`src/lsu_pkg.sv`:
```
package lsu_pkg;

    localparam int xlen = 64;
    localparam int strb_width = xlen / 8;

    typedef enum logic [3:0] {
        mem_lb,
        mem_lh,
        mem_lw,
        mem_ld,
        mem_lbu,
        mem_lhu,
        mem_lwu,
        mem_sb,
        mem_sh,
        mem_sw,
        mem_sd
    } mem_op_e;

    typedef enum logic [2:0] {
        idle,
        load_check_cache,
        load_pending,
        store_check_cache,
        store_pending
    } lsu_state_e;

    typedef enum logic [1:0] {
        resp_okay   = 2'b00,
        resp_slverr = 2'b10
    } axil_resp_e;

endpackage

```
`src/load_align_stage.sv`:
```
`timescale 1ns/1ps

module load_align_stage (
    input  logic                     clk,
    input  logic                     rst,
    input  logic                     done,
    input  logic [lsu_pkg::xlen-1:0] load_data,
    input  logic                     access_fault,
    input  lsu_pkg::mem_op_e         hold_op,
    input  logic [2:0]               hold_offset,
    input  logic                     misalign_fault,
    input  logic                     misalign_done,
    output logic                     rsp_valid,
    output logic [lsu_pkg::xlen-1:0] rsp_data,
    output logic                     rsp_fault,
    output logic                     rsp_is_store
);

    localparam int xlen = lsu_pkg::xlen;

    logic [xlen-1:0] lane;
    logic [xlen-1:0] extended;
    logic fault;
    logic is_store;

    always_comb begin
        lane = load_data >> {hold_offset, 3'b000}; // Addressed byte lands in lane zero.
        is_store = hold_op inside {lsu_pkg::mem_sb, lsu_pkg::mem_sh,
                                   lsu_pkg::mem_sw, lsu_pkg::mem_sd};
        fault = misalign_done ? misalign_fault : access_fault;
        case (hold_op)
            lsu_pkg::mem_lb:  extended = {{(xlen-8){lane[7]}}, lane[7:0]};
            lsu_pkg::mem_lh:  extended = {{(xlen-16){lane[15]}}, lane[15:0]};
            lsu_pkg::mem_lw:  extended = {{(xlen-32){lane[31]}}, lane[31:0]};
            lsu_pkg::mem_ld:  extended = lane;
            lsu_pkg::mem_lbu: extended = {{(xlen-8){1'b0}}, lane[7:0]};
            lsu_pkg::mem_lhu: extended = {{(xlen-16){1'b0}}, lane[15:0]};
            lsu_pkg::mem_lwu: extended = {{(xlen-32){1'b0}}, lane[31:0]};
            default:          extended = '0;
        endcase
    end

    always_ff @(posedge clk) begin
        if (rst) begin
            rsp_valid <= 1'b0;
        end else begin
            rsp_valid <= done || misalign_done;
        end
    end

    always_ff @(posedge clk) begin
        if (done || misalign_done) begin
            rsp_data     <= fault ? '0 : extended;
            rsp_fault    <= fault;
            rsp_is_store <= is_store;
        end
    end

endmodule

```
`config.mk`:
```
export PLATFORM = sky130hd
export DESIGN_NAME = load_align_stage
export DESIGN_NICKNAME = d
export VERILOG_FILES = /design/src/lsu_pkg.sv /design/src/load_align_stage.sv
export SDC_FILE = /design/constraint.sdc
export NUM_CORES = 1
export LEC_CHECK = 0
export BUFFER_PORTS_ARGS = -buffer_cell sky130_fd_sc_hd__buf_2
export CORE_MARGIN = 8
export CORE_UTILIZATION = 52
export CTS_CLUSTER_DIAMETER = 30
export DETAILED_ROUTE_END_ITERATION = 10
export PLACE_DENSITY = 0.88
export SYNTH_ARGS = -nofsm -noshare
export SYNTH_HDL_FRONTEND = slang
export SYNTH_SLANG_ARGS = --single-unit
```
`constraint.sdc`:
```
create_clock -name clk -period 2.6 [get_ports clk]
set_input_delay 0.52 -clock clk [delete_from_list [all_inputs] [get_ports clk]]
set_output_delay 0.52 -clock clk [all_outputs]
set_load 0.01 [all_outputs]
```
==> metrics.md <==
| Metric | Value |
|---|---|
| Internal power | `2.091 mW` |
| Pleak | `2.442 nW` |
| CTS tree | `yes` |
| CTS Hold Bufs | `0` |
| Synthesized area | `around 4500 um^2` |
| Design area | `5682 um^2` |
| Total power draw | `between 2 and 3 mW` |
| Hold Crit Start | `rst` |
| Root buffer cell | `clkbuf_8` |
| # IOs | `144` |
| RSZ-0062 raised after global routing | `false` |
| Post-synthesis cell count | `443` |
| Min-Delay Path Depth | `2` |
| First-pass DRT Iterations | `5` |
| Ant diodes | `0` |
| Vias in the first global route | `roughly 4,200` |
| Startpoint Class | `input port` |
| Final Hold Viols | `0` |
| Setup Fix Bufs, Post-CTS | `0` |
| First-pass GRT wire length | `between 20,000 and 25,000 um` |
| Die area | `11,820 um^2` |
| Tcrit/Tclk final | `between 90% and 100%` |
| Area after DPL | `5441 um^2` |
| Count of state elements after synthesis | `67` |
| Synth Flop Type | `edfxtp_1` |
| CP cell instances | `buf_2 -> buf_4 -> nand2b_1 -> mux4_2 -> nor4_4 -> nor2_1 -> buf_4 -> a21oi_1` |
| Total Routing Usage GR | `24.42%` |
| Routed Antenna Nets | `0` |
| Most common cell after layout, fill and taps aside | `buf_2` |
| WP data required | `2790 ps` |
| Hold slack final | `about 320 ps` |
| Combinational power share | `between 20% and 30%` |
| Clock Path Buffers | `2` |
| Vias per cell | `5.999` |
| Area growth syn-to-layout | `27.09%` |
| Max incr delay on CP | `530 ps` |
| Slew Viols, Final | `0` |
| GPL Wtd Cong | `roughly 0.92` |
| Initial DRC count | `between 400 and 500` |
| Die width | `108.7 um` |
| DR vias | `roughly 4,200` |
| Placeable core region | `8508 um^2` |
| H-tree depth | `3` |
| Switch Pwr | `0.8476 mW` |
| Initial antenna violation count | `0` |
| Post-Layout Cell Count | `between 700 and 800` |
| PostCTS Resize Cnt | `0` |
| Most frequent cells in the layout | `143 x buf_2, 66 x edfxtp_1, 56 x a21oi_1` |
| Critical Path AT | `2630 ps` |
| Worst vdd ir | `293.7 uV` |
| Yosys warning count | `0` |
| Row Count | `34` |
| Worst hold path endpoint | `rsp_valid$_SDFF_PP0_` |
| Starting density of the core | `52.54%` |
| Port bufs | `143` |
| Num Clock Sinks | `67` |
| CP max stage cell | `mux4_2` |
| Pwr Density | `517.2 nW/um^2` |
| DRC violation count after routing | `0` |
| Seq/Total Area, Yosys | `between 40% and 50%` |
| Mapped Nets | `520` |
| Switching portion of total power | `slightly below 30%` |
| Unique masters post-synth | `41` |
| F_max | `409.1 MHz` |
| Routed WL | `14,650 um` |
| Final HPWL DP | `~11,000 um` |
| Synth Area per Inst | `10.09 um^2` |
| Fillers | `691` |
| # setup viols final | `0` |
| Final #Nets | `668` |
| Worst Hold Class | `input port to flop` |
| Crit Path Class | `input port to flop` |
| Top cell type by total area after synthesis | `edfxtp_1` |
| Crit-path most repeated cell | `buf_4` |
| Async SR Flop Fraction | `0%` |
| Final core occ | `66.78%` |
| Num CTS Buffers | `9` |
| Tmin final | `2444 ps` |
| Max-slew headroom | `42.13%` |
| Post-synth top area share | `44.33%` |
| Share of cells above drive strength 1 | `39.77%` |
| GRT overflow | `0` |
| Outcome | `finished, final reports clean` |
| Drt wl/cell | `between 20 and 25 um` |
| Largest net degree at the start of global routing | `around 70` |
| MaxCap Viol Count | `0` |
| Sequential Power Share | `a little over two fifths` |
| Ranking of synthesized cells by area | `edfxtp_1 44%, mux2i_1 9.9%, a21oi_1 6.3%, mux2_2 5.8%, nand2_1 4.3%` |
| EDFF count, synth | `66` |
| CP Depth | `8` |
| CP top delay family | `simple AND/OR/NAND/NOR gates` |
| Clock-pin transition on the worst setup and hold timing paths | `80 ps` |
| CP endpoint kind | `flop` |
| Slew @ Worst Pin | `868.1 ps` |
| DP Cell Count | `687` |
| Clock power frac | `33.9%` |
| Die Y | `108.7 um` |
| CP Buf/Inv Count | `3` |
| Crit-path max FO | `14` |
[how the worst max path moves through the flow]
| stage | start | to | slack (ps) |
|---|---|---|---|
| global route | hold_offset[1] | rsp_data[20]$_SDFFCE_PP0P_ | 90 |
| detailed placement | hold_offset[0] | rsp_data[45]$_SDFFCE_PP0P_ | -300 |
| global placement | hold_offset[0] | rsp_data[45]$_SDFFCE_PP0P_ | -200 |
| floorplan | hold_offset[0] | rsp_data[32]$_SDFFCE_PP0P_ | 360 |
| CTS | hold_offset[0] | rsp_data[45]$_SDFFCE_PP0P_ | 60 |
| finish | hold_offset[1] | rsp_data[29]$_SDFFCE_PP0P_ | 160 |
[routing by layer]
metal / vias to the layer above / GRT usage [%] / part of all wire, %
met2: 297 / 39.58 / 47
met1: 1937 / 31.31 / 38
met3: 47 / 5.378 / 12
li1: 1942 / - / -
met5: - / 0 / 0
met4: 0 / 9.286 / 3.3
[sequential cells by signal (all words and copies together) (netlist names)]
signal,flops
rsp_data,64
rsp_fault,1
rsp_valid,1
rsp_is_store,1
[logic make-up after synthesis]
| group | Yosys count | share of synthesized area, % |
|---|---|---|
| simple gates | 161 | 17.97 |
| compound gates | 97 | 13.21 |
| mux | 75 | 19.68 |
| flops | 67 | 44.78 |
| buf+inv | 43 | 4.366 |
[metrics by stage]
| step | TNS, ps | setup WS, ps |
|---|---|---|
| finish | 0 | 155.6 |
| global route | 0 | 90.12 |
| CTS | 0 | 56.84 |
| global placement | -5307 | -204.6 |
| detailed placement | -7677 | -304.8 |
| floorplan | 0 | 364.2 |
[layout make-up]
cell class	instances	area [um^2]	share of cell area, %
multi-input cells	334	2308	40.63
flip-flops and latches	67	2002	35.23
clock buffers	9	123.9	2.180
repair buffers	176	1001	17.62
inverters	3	11.26	0.1982
clock inverters	7	100.1	1.762
well taps	108	135.1	2.378
[cells in the mapped netlist, types with 2 or more instances]
library cell,count
edfxtp_1,66
a21oi_1,56
nand2_1,51
nor2_1,45
mux2i_1,44
mux2_2,23
nor2b_1,17
a211oi_1,15
buf_2,15
clkbuf_1,14
nand2b_1,10
or3_1,9
buf_1,8
mux4_2,8
o21ai_0,8
o31a_1,7
a32oi_1,6
or3b_2,6
nand3_1,5
nor3_1,4
inv_1,3
and3_1,2
buf_4,2
nor4_1,2
[power groups by stage]
stage	Sequential, mW	Clock, mW	Combinational [mW]
floorplan	1.36	0	0.322
finish	1.29	0.997	0.651
detailed placement	1.32	0	0.637
global route	1.30	1.03	0.699
CTS	1.29	0.996	0.641
global placement	1.31	0	0.623
Power figures use the tool's default switching activity.
