==> config.mk <==
export PLATFORM = sky130hd
export DESIGN_NAME = mem_request_stage
export DESIGN_NICKNAME = d
export VERILOG_FILES = /design/src/lsu_pkg.sv /design/src/mem_request_stage.sv
export SDC_FILE = /design/constraint.sdc
export NUM_CORES = 1
export LEC_CHECK = 0
export BUFFER_PORTS_ARGS = -buffer_cell sky130_fd_sc_hd__buf_4
export CAP_MARGIN = 30
export CORE_MARGIN = 8
export CORE_UTILIZATION = 45
export CTS_CLUSTER_SIZE = 25
export DETAILED_ROUTE_END_ITERATION = 16
export HOLD_SLACK_MARGIN = 0.12
export PLACE_DENSITY = 0.75
export RECOVER_POWER = 100
export SETUP_SLACK_MARGIN = 0.02
export SYNTH_ARGS = -nofsm -noshare
export SYNTH_HDL_FRONTEND = slang
export SYNTH_SLANG_ARGS = --single-unit
==> constraint.sdc <==
create_clock -name clk -period 5.1 [get_ports clk]
set_input_delay 1.275 -clock clk [delete_from_list [all_inputs] [get_ports clk]]
set_output_delay 1.275 -clock clk [all_outputs]
set_load 0.005 [all_outputs]
==> src/lsu_pkg.sv <==
package lsu_pkg;

    localparam int xlen = 64;
    localparam int strb_width = xlen / 8;

    typedef enum logic [3:0] {
        mem_lb,
        mem_lh,
        mem_lw,
        mem_ld,
        mem_lbu,
        mem_lhu,
        mem_lwu,
        mem_sb,
        mem_sh,
        mem_sw,
        mem_sd
    } mem_op_e;

    typedef enum logic [2:0] {
        idle,
        load_check_cache,
        load_pending,
        store_check_cache,
        store_pending
    } lsu_state_e;

    typedef enum logic [1:0] {
        resp_okay   = 2'b00,
        resp_slverr = 2'b10
    } axil_resp_e;

endpackage

==> src/mem_request_stage.sv <==
`timescale 1ns/1ps

module mem_request_stage #(
    parameter int addr_width = 16
) (
    input  logic                           clk,
    input  logic                           rst,
    input  logic                           req_valid,
    output logic                           req_ready,
    input  lsu_pkg::mem_op_e               req_op,
    input  logic [addr_width-1:0]          req_addr,
    input  logic [lsu_pkg::xlen-1:0]       req_store_data,
    input  logic                           stall_next,
    output logic                           prev_stalled,
    output logic                           do_load,
    output logic                           do_store,
    output logic [addr_width-4:0]          aligned_addr,
    output logic [lsu_pkg::xlen-1:0]       store_data,
    output logic [lsu_pkg::strb_width-1:0] store_mask,
    output lsu_pkg::mem_op_e               hold_op,
    output logic [2:0]                     hold_offset,
    output logic                           misalign_fault,
    output logic                           misalign_done
);

    typedef enum logic [1:0] {
        st_empty,
        st_issue,
        st_wait
    } req_state_e;

    req_state_e state;
    logic [addr_width-1:0] hold_addr;
    logic [lsu_pkg::xlen-1:0] hold_data;
    logic [lsu_pkg::strb_width-1:0] size_mask;

    always_ff @(posedge clk) begin
        if (rst) begin
            state <= st_empty;
        end else begin
            case (state)
                st_empty: begin
                    if (req_valid) begin
                        state <= st_issue;
                    end
                end
                st_issue: begin
                    state <= misalign_fault ? st_empty : st_wait; // Faults skip the unit.
                end
                default: begin
                    if (!stall_next) begin
                        state <= st_empty;
                    end
                end
            endcase
        end
    end

    always_ff @(posedge clk) begin
        if (req_valid && req_ready) begin
            hold_op   <= req_op;
            hold_addr <= req_addr;
            hold_data <= req_store_data;
        end
    end

    // The low address bits inside the access size must be zero for natural alignment.
    always_comb begin
        size_mask = 8'h01;
        misalign_fault = 1'b0;
        case (hold_op)
            lsu_pkg::mem_lh, lsu_pkg::mem_lhu, lsu_pkg::mem_sh: begin
                size_mask = 8'h03;
                misalign_fault = hold_addr[0];
            end
            lsu_pkg::mem_lw, lsu_pkg::mem_lwu, lsu_pkg::mem_sw: begin
                size_mask = 8'h0f;
                misalign_fault = |hold_addr[1:0];
            end
            lsu_pkg::mem_ld, lsu_pkg::mem_sd: begin
                size_mask = 8'hff;
                misalign_fault = |hold_addr[2:0];
            end
            default: begin
                size_mask = 8'h01;
            end
        endcase
    end

    assign req_ready = state == st_empty;
    assign prev_stalled = !(state == st_issue && !misalign_fault);
    assign misalign_done = state == st_issue && misalign_fault;
    assign do_store = hold_op inside {lsu_pkg::mem_sb, lsu_pkg::mem_sh,
                                      lsu_pkg::mem_sw, lsu_pkg::mem_sd};
    assign do_load = hold_op inside {lsu_pkg::mem_lb, lsu_pkg::mem_lh, lsu_pkg::mem_lw,
                                     lsu_pkg::mem_ld, lsu_pkg::mem_lbu, lsu_pkg::mem_lhu,
                                     lsu_pkg::mem_lwu};
    assign hold_offset = hold_addr[2:0];
    assign aligned_addr = hold_addr[addr_width-1:3];
    assign store_mask = size_mask << hold_offset;
    assign store_data = hold_data << {hold_offset, 3'b000};

endmodule

==> flow_summary.ini <==
[run_status]
outcome = finished, violations left
failed_checks = capacitance limit, slew limit

[cells_and_area]
antenna-diode-count = 0
area_of_the_multi_input_gates_um2 = 1952
finish.net_count = 650
layout_overhead_on_the_synthesized_area_pct = 32.59
design_area_um2 = 6236
final_layout_size_suffix_gt1_share_pct = 37.92
seqCellArea_um2 = 2562
n_fill_cell = 847

[floorplanning]
io_pins = 186
floorplan.die_area_um2 = 13980
core-area_um2 = 10230
core.rowCount = 37
die_width_um = 118.2
fp.dieH_um = 118.2
initial_utilization_pct = 45.97

[setup_path]
setup.worst_path.start = hold_addr[1]
crit_arrival_ps = 3070
worst_setup_path_endpoint = store_mask[4]
endpoint_kind = output pin
regToRegSetupSlack_ps = 1680
worstSetupPathType = flop to output pin
r2r_start = state[1]
crit_path_start_kind = flop
cp_data_required_time_ps = 3830
worst-path-max-fanout = 24
rr_endpoint = hold_addr[5]
worst_r2r_path_depth = 4

[sta]
final-max-slew-violation-count = 40
timing_worst_slew_pin_value_ps = 1690
timing.final.crit_share_pct = 85.26
layout_min_cycle_time_ps = 4348
worst_slew_margin_rel_pct = -13.31
finalHoldViolCount = 0
skew_ps = 10.51
timing.fmax_ghz = 0.2300
setup-violations-final = 0
final.setup.tns_ps = 0
whs_ps = 531.0
rsz0062_at_grt = false

[global_route]
number_of_antenna_violations_at_the_first_check_in_global_routing = 0
overflow = 0
largest_net_degree_at_the_start_of_global_routing = 69
grt_usage_pct = 20.27
first_global_vias = 4304
grt_pass1_wl_um = 22430

[clock_tree]
cts-htree-levels = 3
cts_root_buffer = sky130_fd_sc_hd__clkbuf_8
post-cts-setup-buffers = 0
clock_sink_count = 86
cts_made_buffers = 9
post_cts_hold_buffer_count = 0
clk-insertion-delay-late_ps = 360
ctsLongestPathBuffers = 2
tritoncts = yes
cts_repair_resize_count = 0
cts.clk_slew.worst_paths_ps = 80

[yosys]
count_of_state_elements_after_synthesis = 86
mappedNetlistNets = 477
synth_flop_cell = sky130_fd_sc_hd__edfxtp_1
synth.lib_cells_used.distinct = 44
postSynthCellCount = 389
yosys-top-cells-count = sky130_fd_sc_hd__edfxtp_1 (84), sky130_fd_sc_hd__nor2_1 (66), sky130_fd_sc_hd__a21oi_1 (36), sky130_fd_sc_hd__mux2i_1 (36), sky130_fd_sc_hd__nand2_1 (24)
synth-edff-count = 84
yosysTopAreaCellShare_pct = 53.63
syn_area_per_cell_um2 = 12.09
synth_area_um2 = 4703
netlist_top_cells_area = sky130_fd_sc_hd__edfxtp_1 (54%), sky130_fd_sc_hd__mux4_2 (10%), sky130_fd_sc_hd__mux2i_1 (7.7%), sky130_fd_sc_hd__nor2_1 (5.3%), sky130_fd_sc_hd__a21oi_1 (3.8%)
synth.yosys.warnings = 0
seq_area_frac_synth_pct = 54.48
synth_top_area_cell = sky130_fd_sc_hd__edfxtp_1
yosysMostFrequentCell = sky130_fd_sc_hd__edfxtp_1
synthArstFlopShare_pct = 0

[power]
report.power.total_mw = 1.786
power_leakage_nw = 2.487
peakVddDrop_mv = 0.2040
pwr_density_cell_nw_per_um2 = 286.4

[routing]
drt_pass1_iterations = 4
detail_route.wl_per_cell_um = 20.38
first_iter_violations = 287
drt-total-wl_um = 14330
drt_drc_violations_left = 0
avgViaCountPerCell = 5.521
route.vias.total = 3881
drtAntennaViolNets = 0

[place]
detailed_place_hpwl_um = 10670
final_estimated_routing_congestion_in_global_placement = 0.8680
placedInstanceArea_um2 = 6163
placement.io_buffers = 185

[job]
max-cap-violations = 1

[min_path]
holdCritPathClass = flop to flop
==> cells by family after synthesis <==
family	count (synthesis)	share of synthesized area (%)
muxes	67	20.11
adders and majority gates	1	0.2128
AOI/OAI and AO/OA	81	10.22
xor gates and xnor gates	1	0.1863
DFF	86	54.48
and+or+nand+nor	116	10.88
buffers and inverters	37	3.910
==> state kept, by name, summed over array words and instances (netlist names) <==
register   flops
hold_addr     16
state          2
hold_op        4
hold_data     64
==> final cells by class <==
class / count / share of cell area [%]
clock buffer: 10 / 2.047
clock inverter: 6 / 1.104
inverter: 7 / 0.4414
multi-input combinational: 266 / 31.30
sequential: 86 / 41.09
tap: 136 / 2.729
timing repair buffer: 192 / 21.29
==> layer usage <==
metal	GRT usage, %	up-vias	routed length [µm]
met5	0	-	0
met4	11.13	0	494
met2	32.29	208	6818
li1	-	1806	-
met1	22.57	1828	5420
met3	8.710	39	1596
==> placed cells by master, fill, tap and decap left out, types with 11 or more instances in the layout <==
cell	instances
sky130_fd_sc_hd__a21oi_1	36
sky130_fd_sc_hd__buf_4	31
sky130_fd_sc_hd__clkbuf_1	30
sky130_fd_sc_hd__clkbuf_4	130
sky130_fd_sc_hd__edfxtp_1	84
sky130_fd_sc_hd__mux2i_1	36
sky130_fd_sc_hd__mux4_2	21
sky130_fd_sc_hd__nand2_1	24
sky130_fd_sc_hd__nor2_1	66
sky130_fd_sc_hd__o21ai_0	18
sky130_fd_sc_hd__o22ai_1	11
==> where the power goes <==
part           internal, mW  switching, mW
sequential            0.841         0.0476
clock                 0.230          0.261
combinational         0.206          0.200
==> worst max-delay path, stage by stage, from the launching register on <==
cell and delay [ps]:
sky130_fd_sc_hd__edfxtp_1 990, sky130_fd_sc_hd__clkbuf_1 750, sky130_fd_sc_hd__nand2_1 250, sky130_fd_sc_hd__a211oi_1 280, sky130_fd_sc_hd__a21oi_1 70, sky130_fd_sc_hd__a31oi_1 230
sky130_fd_sc_hd__buf_4 140
==> stage by stage <==
step | util, % | setup slack [ps] | cells
floorplan | - | 1691 | 389
global placement | 60.24 | 1622 | 687
detailed placement | 60.24 | 1569 | 687
CTS | 62.16 | 1158 | 703
global route | 60.95 | 556.3 | 703
finish | 60.95 | 751.8 | 703
==> worst min path at each step <==
stage | cells after the start | slack [ps] | to | start
floorplan | 2 | 480 | state[0] | state[1]
global placement | 2 | 500 | state[0] | state[1]
detailed placement | 2 | 520 | state[0] | state[1]
CTS | 2 | 540 | state[0] | state[1]
global route | 2 | 560 | state[0] | state[0]
finish | 2 | 530 | state[0] | state[1]
Note: power is estimated with default switching activity, not from simulation.
