### src/lsu_pkg.sv
package lsu_pkg;

    localparam int xlen = 64;
    localparam int strb_width = xlen / 8;

    typedef enum logic [3:0] {
        mem_lb,
        mem_lh,
        mem_lw,
        mem_ld,
        mem_lbu,
        mem_lhu,
        mem_lwu,
        mem_sb,
        mem_sh,
        mem_sw,
        mem_sd
    } mem_op_e;

    typedef enum logic [2:0] {
        idle,
        load_check_cache,
        load_pending,
        store_check_cache,
        store_pending
    } lsu_state_e;

    typedef enum logic [1:0] {
        resp_okay   = 2'b00,
        resp_slverr = 2'b10
    } axil_resp_e;

endpackage

### src/data_cache.sv
`timescale 1ns/1ps

module data_cache #(
    parameter int addr_width = 16,
    parameter int index_bits = 4
) (
    input  logic                     clk,
    input  logic                     rst,
    input  logic                     write_enable,
    input  logic [addr_width-4:0]    waddr,
    input  logic [lsu_pkg::xlen-1:0] wdata,
    input  logic [addr_width-4:0]    raddr,
    output logic [lsu_pkg::xlen-1:0] rdata,
    output logic                     lookup_valid
);

    localparam int lines = 1 << index_bits;
    localparam int tag_bits = addr_width - 3 - index_bits;

    logic [lsu_pkg::xlen-1:0] data_mem [lines];
    logic [tag_bits-1:0] tag_mem [lines];
    logic [lines-1:0] line_valid;

    wire [index_bits-1:0] widx = waddr[index_bits-1:0];
    wire [index_bits-1:0] ridx = raddr[index_bits-1:0];

    always_ff @(posedge clk) begin
        if (rst) begin
            line_valid <= '0;
        end else if (write_enable) begin
            line_valid[widx] <= 1'b1;
        end
    end

    always_ff @(posedge clk) begin
        if (write_enable) begin
            data_mem[widx] <= wdata;
            tag_mem[widx]  <= waddr[addr_width-4:index_bits];
        end
    end

    assign rdata = data_mem[ridx];
    assign lookup_valid = line_valid[ridx] && tag_mem[ridx] == raddr[addr_width-4:index_bits];

endmodule

### src/load_store.sv
`timescale 1ns/1ps

module load_store #(
    parameter int addr_width = 16,
    parameter int index_bits = 4
) (
    input  logic                           clk,
    input  logic                           rst,
    input  logic                           prev_stalled,
    output logic                           stall_next,
    input  logic [addr_width-4:0]          aligned_addr,
    output logic                           access_fault,
    input  logic                           do_load,
    output logic [lsu_pkg::xlen-1:0]       load_data,
    input  logic                           do_store,
    input  logic [lsu_pkg::xlen-1:0]       store_data,
    input  logic [lsu_pkg::strb_width-1:0] store_mask,
    output logic                           arvalid,
    input  logic                           arready,
    output logic [addr_width-1:0]          araddr,
    input  logic                           rvalid,
    output logic                           rready,
    input  logic [lsu_pkg::xlen-1:0]       rdata,
    input  lsu_pkg::axil_resp_e            rresp,
    output logic                           awvalid,
    input  logic                           awready,
    output logic [addr_width-1:0]          awaddr,
    output logic                           wvalid,
    input  logic                           wready,
    output logic [lsu_pkg::xlen-1:0]       wdata,
    output logic [lsu_pkg::strb_width-1:0] wstrb,
    input  logic                           bvalid,
    output logic                           bready,
    input  lsu_pkg::axil_resp_e            bresp
);

    lsu_pkg::lsu_state_e state;
    logic [addr_width-4:0] addr_buf;
    logic [lsu_pkg::xlen-1:0] store_data_buf;
    logic [lsu_pkg::strb_width-1:0] store_mask_buf;
    logic cache_we;
    logic [lsu_pkg::xlen-1:0] cache_wdata;
    logic [lsu_pkg::xlen-1:0] cache_rdata;
    logic cache_hit;
    logic aw_pending;
    logic w_pending;

    wire aw_done = (awvalid && awready) || aw_pending;
    wire w_done = (wvalid && wready) || w_pending;
    wire store_done = aw_done && w_done;

    always_ff @(posedge clk) begin
        if (!prev_stalled) begin
            addr_buf       <= aligned_addr;
            store_data_buf <= store_data;
            store_mask_buf <= store_mask;
        end
    end

    data_cache #(
        .addr_width(addr_width),
        .index_bits(index_bits)
    ) i_data_cache (
        .clk         (clk),
        .rst         (rst),
        .write_enable(cache_we),
        .waddr       (addr_buf),
        .wdata       (cache_wdata),
        .raddr       (addr_buf),
        .rdata       (cache_rdata),
        .lookup_valid(cache_hit)
    );

    // Fills only take good read data, so a faulting address never hits later.
    always_comb begin
        cache_we = 1'b0;
        cache_wdata = rdata;
        if (state == lsu_pkg::load_pending) begin
            cache_we = rvalid && rresp == lsu_pkg::resp_okay;
        end else if (state == lsu_pkg::store_check_cache) begin
            cache_we = cache_hit;
            for (int i = 0; i < lsu_pkg::strb_width; i++) begin
                cache_wdata[i*8 +: 8] = store_mask_buf[i] ? store_data_buf[i*8 +: 8]
                                                          : cache_rdata[i*8 +: 8];
            end
        end
    end

    always_comb begin
        stall_next = 1'b1;
        access_fault = 1'b0;
        load_data = '0;
        case (state)
            lsu_pkg::load_check_cache: begin
                stall_next = !cache_hit;
                load_data = cache_rdata;
            end
            lsu_pkg::load_pending: begin
                stall_next = !rvalid;
                access_fault = rresp != lsu_pkg::resp_okay;
                load_data = rdata;
            end
            lsu_pkg::store_check_cache, lsu_pkg::store_pending: begin
                stall_next = !store_done;
            end
            default: begin
                stall_next = 1'b1;
            end
        endcase
    end

    always_ff @(posedge clk) begin
        if (rst) begin
            state <= lsu_pkg::idle;
        end else begin
            case (state)
                lsu_pkg::idle: begin
                    if (!prev_stalled && do_load) begin
                        state <= lsu_pkg::load_check_cache;
                    end else if (!prev_stalled && do_store) begin
                        state <= lsu_pkg::store_check_cache;
                    end
                end
                lsu_pkg::load_check_cache: begin
                    if (cache_hit) begin
                        state <= lsu_pkg::idle;
                    end else if (arready) begin
                        state <= lsu_pkg::load_pending;
                    end
                end
                lsu_pkg::load_pending: begin
                    if (rvalid) begin
                        state <= lsu_pkg::idle;
                    end
                end
                lsu_pkg::store_check_cache: begin
                    state <= store_done ? lsu_pkg::idle : lsu_pkg::store_pending;
                end
                default: begin
                    if (store_done) begin
                        state <= lsu_pkg::idle;
                    end
                end
            endcase
        end
    end

    always_ff @(posedge clk) begin
        if (rst) begin
            awvalid <= 1'b0;
            wvalid  <= 1'b0;
        end else if (!prev_stalled && do_store) begin
            awvalid <= 1'b1;
            wvalid  <= 1'b1;
        end else begin
            awvalid <= awvalid && !awready;
            wvalid  <= wvalid && !wready;
        end
    end

    // Either channel may finish first; remember it until the other one does.
    always_ff @(posedge clk) begin
        if (rst || store_done) begin
            aw_pending <= 1'b0;
            w_pending  <= 1'b0;
        end else begin
            aw_pending <= aw_pending || (awvalid && awready);
            w_pending  <= w_pending || (wvalid && wready);
        end
    end

    assign arvalid = state == lsu_pkg::load_check_cache && !cache_hit;
    assign araddr = {addr_buf, 3'b000};
    assign rready = state == lsu_pkg::load_pending;
    assign awaddr = {addr_buf, 3'b000};
    assign wdata = store_data_buf;
    assign wstrb = store_mask_buf;
    assign bready = 1'b1;

    a_one_op: assert property (@(posedge clk) disable iff (rst)
        !prev_stalled |-> do_load ^ do_store);
    a_addr_known: assert property (@(posedge clk) disable iff (rst)
        !prev_stalled |-> !$isunknown(aligned_addr));
    a_bresp_okay: assert property (@(posedge clk) disable iff (rst)
        bvalid |-> bresp == lsu_pkg::resp_okay);

endmodule

### config.mk
export PLATFORM = sky130hd
export DESIGN_NAME = load_store
export DESIGN_NICKNAME = d
export VERILOG_FILES = /design/src/lsu_pkg.sv /design/src/data_cache.sv /design/src/load_store.sv
export SDC_FILE = /design/constraint.sdc
export NUM_CORES = 1
export LEC_CHECK = 0
export ABC_AREA = 1
export ABC_CLOCK_PERIOD_IN_PS = 12600
export BUFFER_PORTS_ARGS = -buffer_cell sky130_fd_sc_hd__buf_2
export CELL_PAD_IN_SITES_DETAIL_PLACEMENT = 0
export CELL_PAD_IN_SITES_GLOBAL_PLACEMENT = 2
export CORE_UTILIZATION = 46
export DETAILED_ROUTE_END_ITERATION = 7
export HOLD_SLACK_MARGIN = 0.03
export PLACE_DENSITY_LB_ADDON = 0.1
export SLEW_MARGIN = 5
export SYNTH_ARGS = -nofsm -noshare
export SYNTH_HDL_FRONTEND = slang
export SYNTH_SLANG_ARGS = --single-unit
### constraint.sdc
create_clock -name clk -period 12.6 [get_ports clk]
set_input_delay 0.63 -clock clk [delete_from_list [all_inputs] [get_ports clk]]
set_output_delay 0.63 -clock clk [all_outputs]
set_load 0.1 [all_outputs]
==> metrics.yaml <==
status: "completed"
drc: 0
layout.nets: 4470
clk_pin_slew_ns: 0.06
fin_worst_skew_ns: 0.0349
grt_first_pass_wirelength_um: 213000
yosys.area.top_type: "edfxtp_1"
ir_drop_mv: 0.151
coreArea_mm2: 0.111
crit_fanout: 238
cts_tree: "built"
gp_congestion: 0.772
finalCriticalPeriod_ns: 6.83
clockBufferDepth: 3
setup_viol: 0
tns_ns: 0
clk_latency_ns: 0.75
post-cts-setup-buffers: 0
synth_area_leaders: "edfxtp_1 (73%), o21ai_0 (5.6%), nor2_1 (4.8%)"
routedWlPerCell_um: 24.6
fin_ws_ns: 5.77
start_util_pct: 46.4
grt_max_degree: 239
crit_cells: 20
synth.avg_cell_area_um2: 12.9
yosysSeqAreaShare_pct: 74.3
synthDistinctLibCells: 34
critical_path_required_ns: 12.95
io_pins: 338
path_buf_inv: 6
ctsHtreeMaxLevel: 4
synth_edf_count: 1253
area_growth_pct: 15.4
worstSetupPathType: "reg -> reg"
viasPerCell: 5.73
p_leak_uw: 0.0202
synth_most_common_cell: "edfxtp_1"
fp.dieH_um: 336
crit_slowest_cell: "nor2_4"
cp_cell_sequence: "inv_16, buf_4, nand2_1, nand2_1, nand2_1, nand3_1, nand3_1, nand3_1, nand2_1, inv_1, nand2_1, nor2_1, nand3_2, nand2_4, nand2_4, inv_2, nand2_1, nor2_4, buf_4, buf_4"
tightest_slew_ns: 1.26
grt_usage_pct: 25.6
antenna_found_initial: 3
routed_wl_um: 145000
antenna_left: 0
drv_slew: 0
hold_violations: 0
netlist_instances: 3988
yosysWarnings: 0
vias: 33800
root_buffer: "clkbuf_16"
critical-path-top-delay-family: "buffers and inverters"
multiInputGateArea_mm2: 0.0115
ys_async_sr_fraction_pct: 0
arrival_ns: 7.19
synth_top_cells_by_count: "edfxtp_1 (1253), nor2_1 (660), o21ai_0 (572), nand2_1 (338), o221ai_1 (205)"
post-place-ws_ns: 5.68
fin_util_pct: 53.6
layout-drive-gt1-share_pct: 14.1
row_count: 122
ff_latch_area_mm2: 0.0382
synthFlopType: "edfxtp_1"
r2r_cells: 20
hpwl_um: 73500
endpoint_kind: "register"
cts_buffers: 139
port_buffers: 327
r2r_end: "i_data_cache.tag_mem[8][3]"
cts_sinks: 1280
dieArea_mm2: 0.113
grt_remaining_overflow: 0
grt_setup_unrepaired: "no"
hold_class: "in -> reg"
syn_area_mm2: 0.0514
relSlewSlack_pct: 15.9
worstSetupStartpointType: "register"
max_stage_delay_ns: 0.81
finalPower_uw: 11100
grt_pass1_vias: 32700
fin_crit_sh_pct: 54.2
die_w_um: 336
powerDensity_mw_per_mm2: 186
fin_cells: 5897
timing.fmax_ghz: 0.146
fillCellCount: 9453
diodes: 0
drtIter0Drc: 2870
crit_top_cell: "nand2_1"
ys_ff_latch: 1280
r2r_setup_slack_ns: 5.77
yosysTopAreaCellShare_pct: 73.2
drt-pass1-iter-count: 7
max_cap_viol_count: 0
endpoint: "i_data_cache.tag_mem[8][3]"
dp.cells: 5583
[registers in the layout, summed over array words and instances, names as in the netlist, named ones only]
| register | cells |
|---|---|
| wstrb | 8 |
| i_data_cache.tag_mem | 144 |
| addr_buf | 13 |
| state | 3 |
| wdata | 64 |
| awvalid | 1 |
| w_pending | 1 |
| aw_pending | 1 |
| wvalid | 1 |
| i_data_cache.line_valid | 16 |
| i_data_cache.data_mem | 1024 |
[where the power goes]
group / switching (uW) / leakage [uW] / total, uW / internal, uW
registers: 72.8 / 0.0116 / 5050 / 4970
clock network: 1620 / 0.00207 / 3840 / 2230
logic: 1790 / 0.00660 / 2160 / 376
[cell usage in the layout (no fill, tap or decap), types with 25 or more instances in the layout]
master         count
o22ai_1           75
inv_1            114
nand3_1          170
clkbuf_1          39
buf_4             76
dlygate4sd3_1     70
o21ai_1           33
o21ai_0          572
nand2_1          338
o211ai_1          57
a22o_1            40
edfxtp_1        1253
a21oi_1          102
clkinv_1          25
buf_2            327
nor2_1           646
o221ai_1         205
clkbuf_16        146
[worst reg2reg max path, stage by stage (launching register included)]
cell and delay [ns]:
dfxtp_4 0.59, inv_16 0.75, buf_4 0.77, nand2_1 0.16
nand2_1 0.10, nand2_1 0.05, nand3_1 0.09, nand3_1 0.10
nand3_1 0.16, nand2_1 0.07, inv_1 0.04, nand2_1 0.04
nor2_1 0.20, nand3_2 0.37, nand2_4 0.34, nand2_4 0.18
inv_2 0.13, nand2_1 0.18, nor2_4 0.81, buf_4 0.64
buf_4 0.66
[layout make-up]
cell class,instances,area share [%]
inverter,125,0.882
multi-input combinational,2287,19.5
timing repair buffer,474,4.94
tap,1488,3.14
sequential,1280,64.4
clock buffer,187,6.46
clock inverter,56,0.716
[worst min path at each step]
stage | from | end | slack [ns] | depth (start not counted)
global placement | i_data_cache.line_valid[5] | i_data_cache.line_valid[5] | 0.44 | 2
finish | store_mask[0] | wstrb[0] | 0.07 | 1
global route | store_data[23] | wdata[23] | 0.04 | 1
CTS | store_data[23] | wdata[23] | 0.03 | 1
detailed placement | i_data_cache.line_valid[5] | i_data_cache.line_valid[5] | 0.44 | 2
floorplan | i_data_cache.line_valid[5] | i_data_cache.line_valid[5] | 0.43 | 2
[logic make-up (layout without fill, tap and decap cells)]
kind of cell    after synthesis  after routing  synth area share (%)
buf+inv                     426            842                  3.53
other cells                   2              7                0.0146
simple gates               1182           1182                  9.16
compound gates             1098           1098                  13.0
flops                      1280           1280                  74.3
[per-stage QoR]
step	hold slack, ns	cell area (um2)
floorplan	0.430	51400
global placement	0.439	54300
detailed placement	0.442	54300
CTS	0.0306	59300
global route	0.0414	59300
finish	0.0692	59300
[routing by layer]
layer  global-route usage, %  vias up  part of all wire (%)
met5                       0        -                 0.016
met4                    6.99        4                   2.2
met3                    3.55      187                   5.0
met2                    42.4      900                    48
met1                    35.3    17200                    45
li1                        -    15500                     -
[what timing repair did]
item,CTS,global route
hold endpoints to repair,70,0
resized for setup,0,0
hold buffers,70,0
Note: power is estimated with default switching activity, not from simulation.
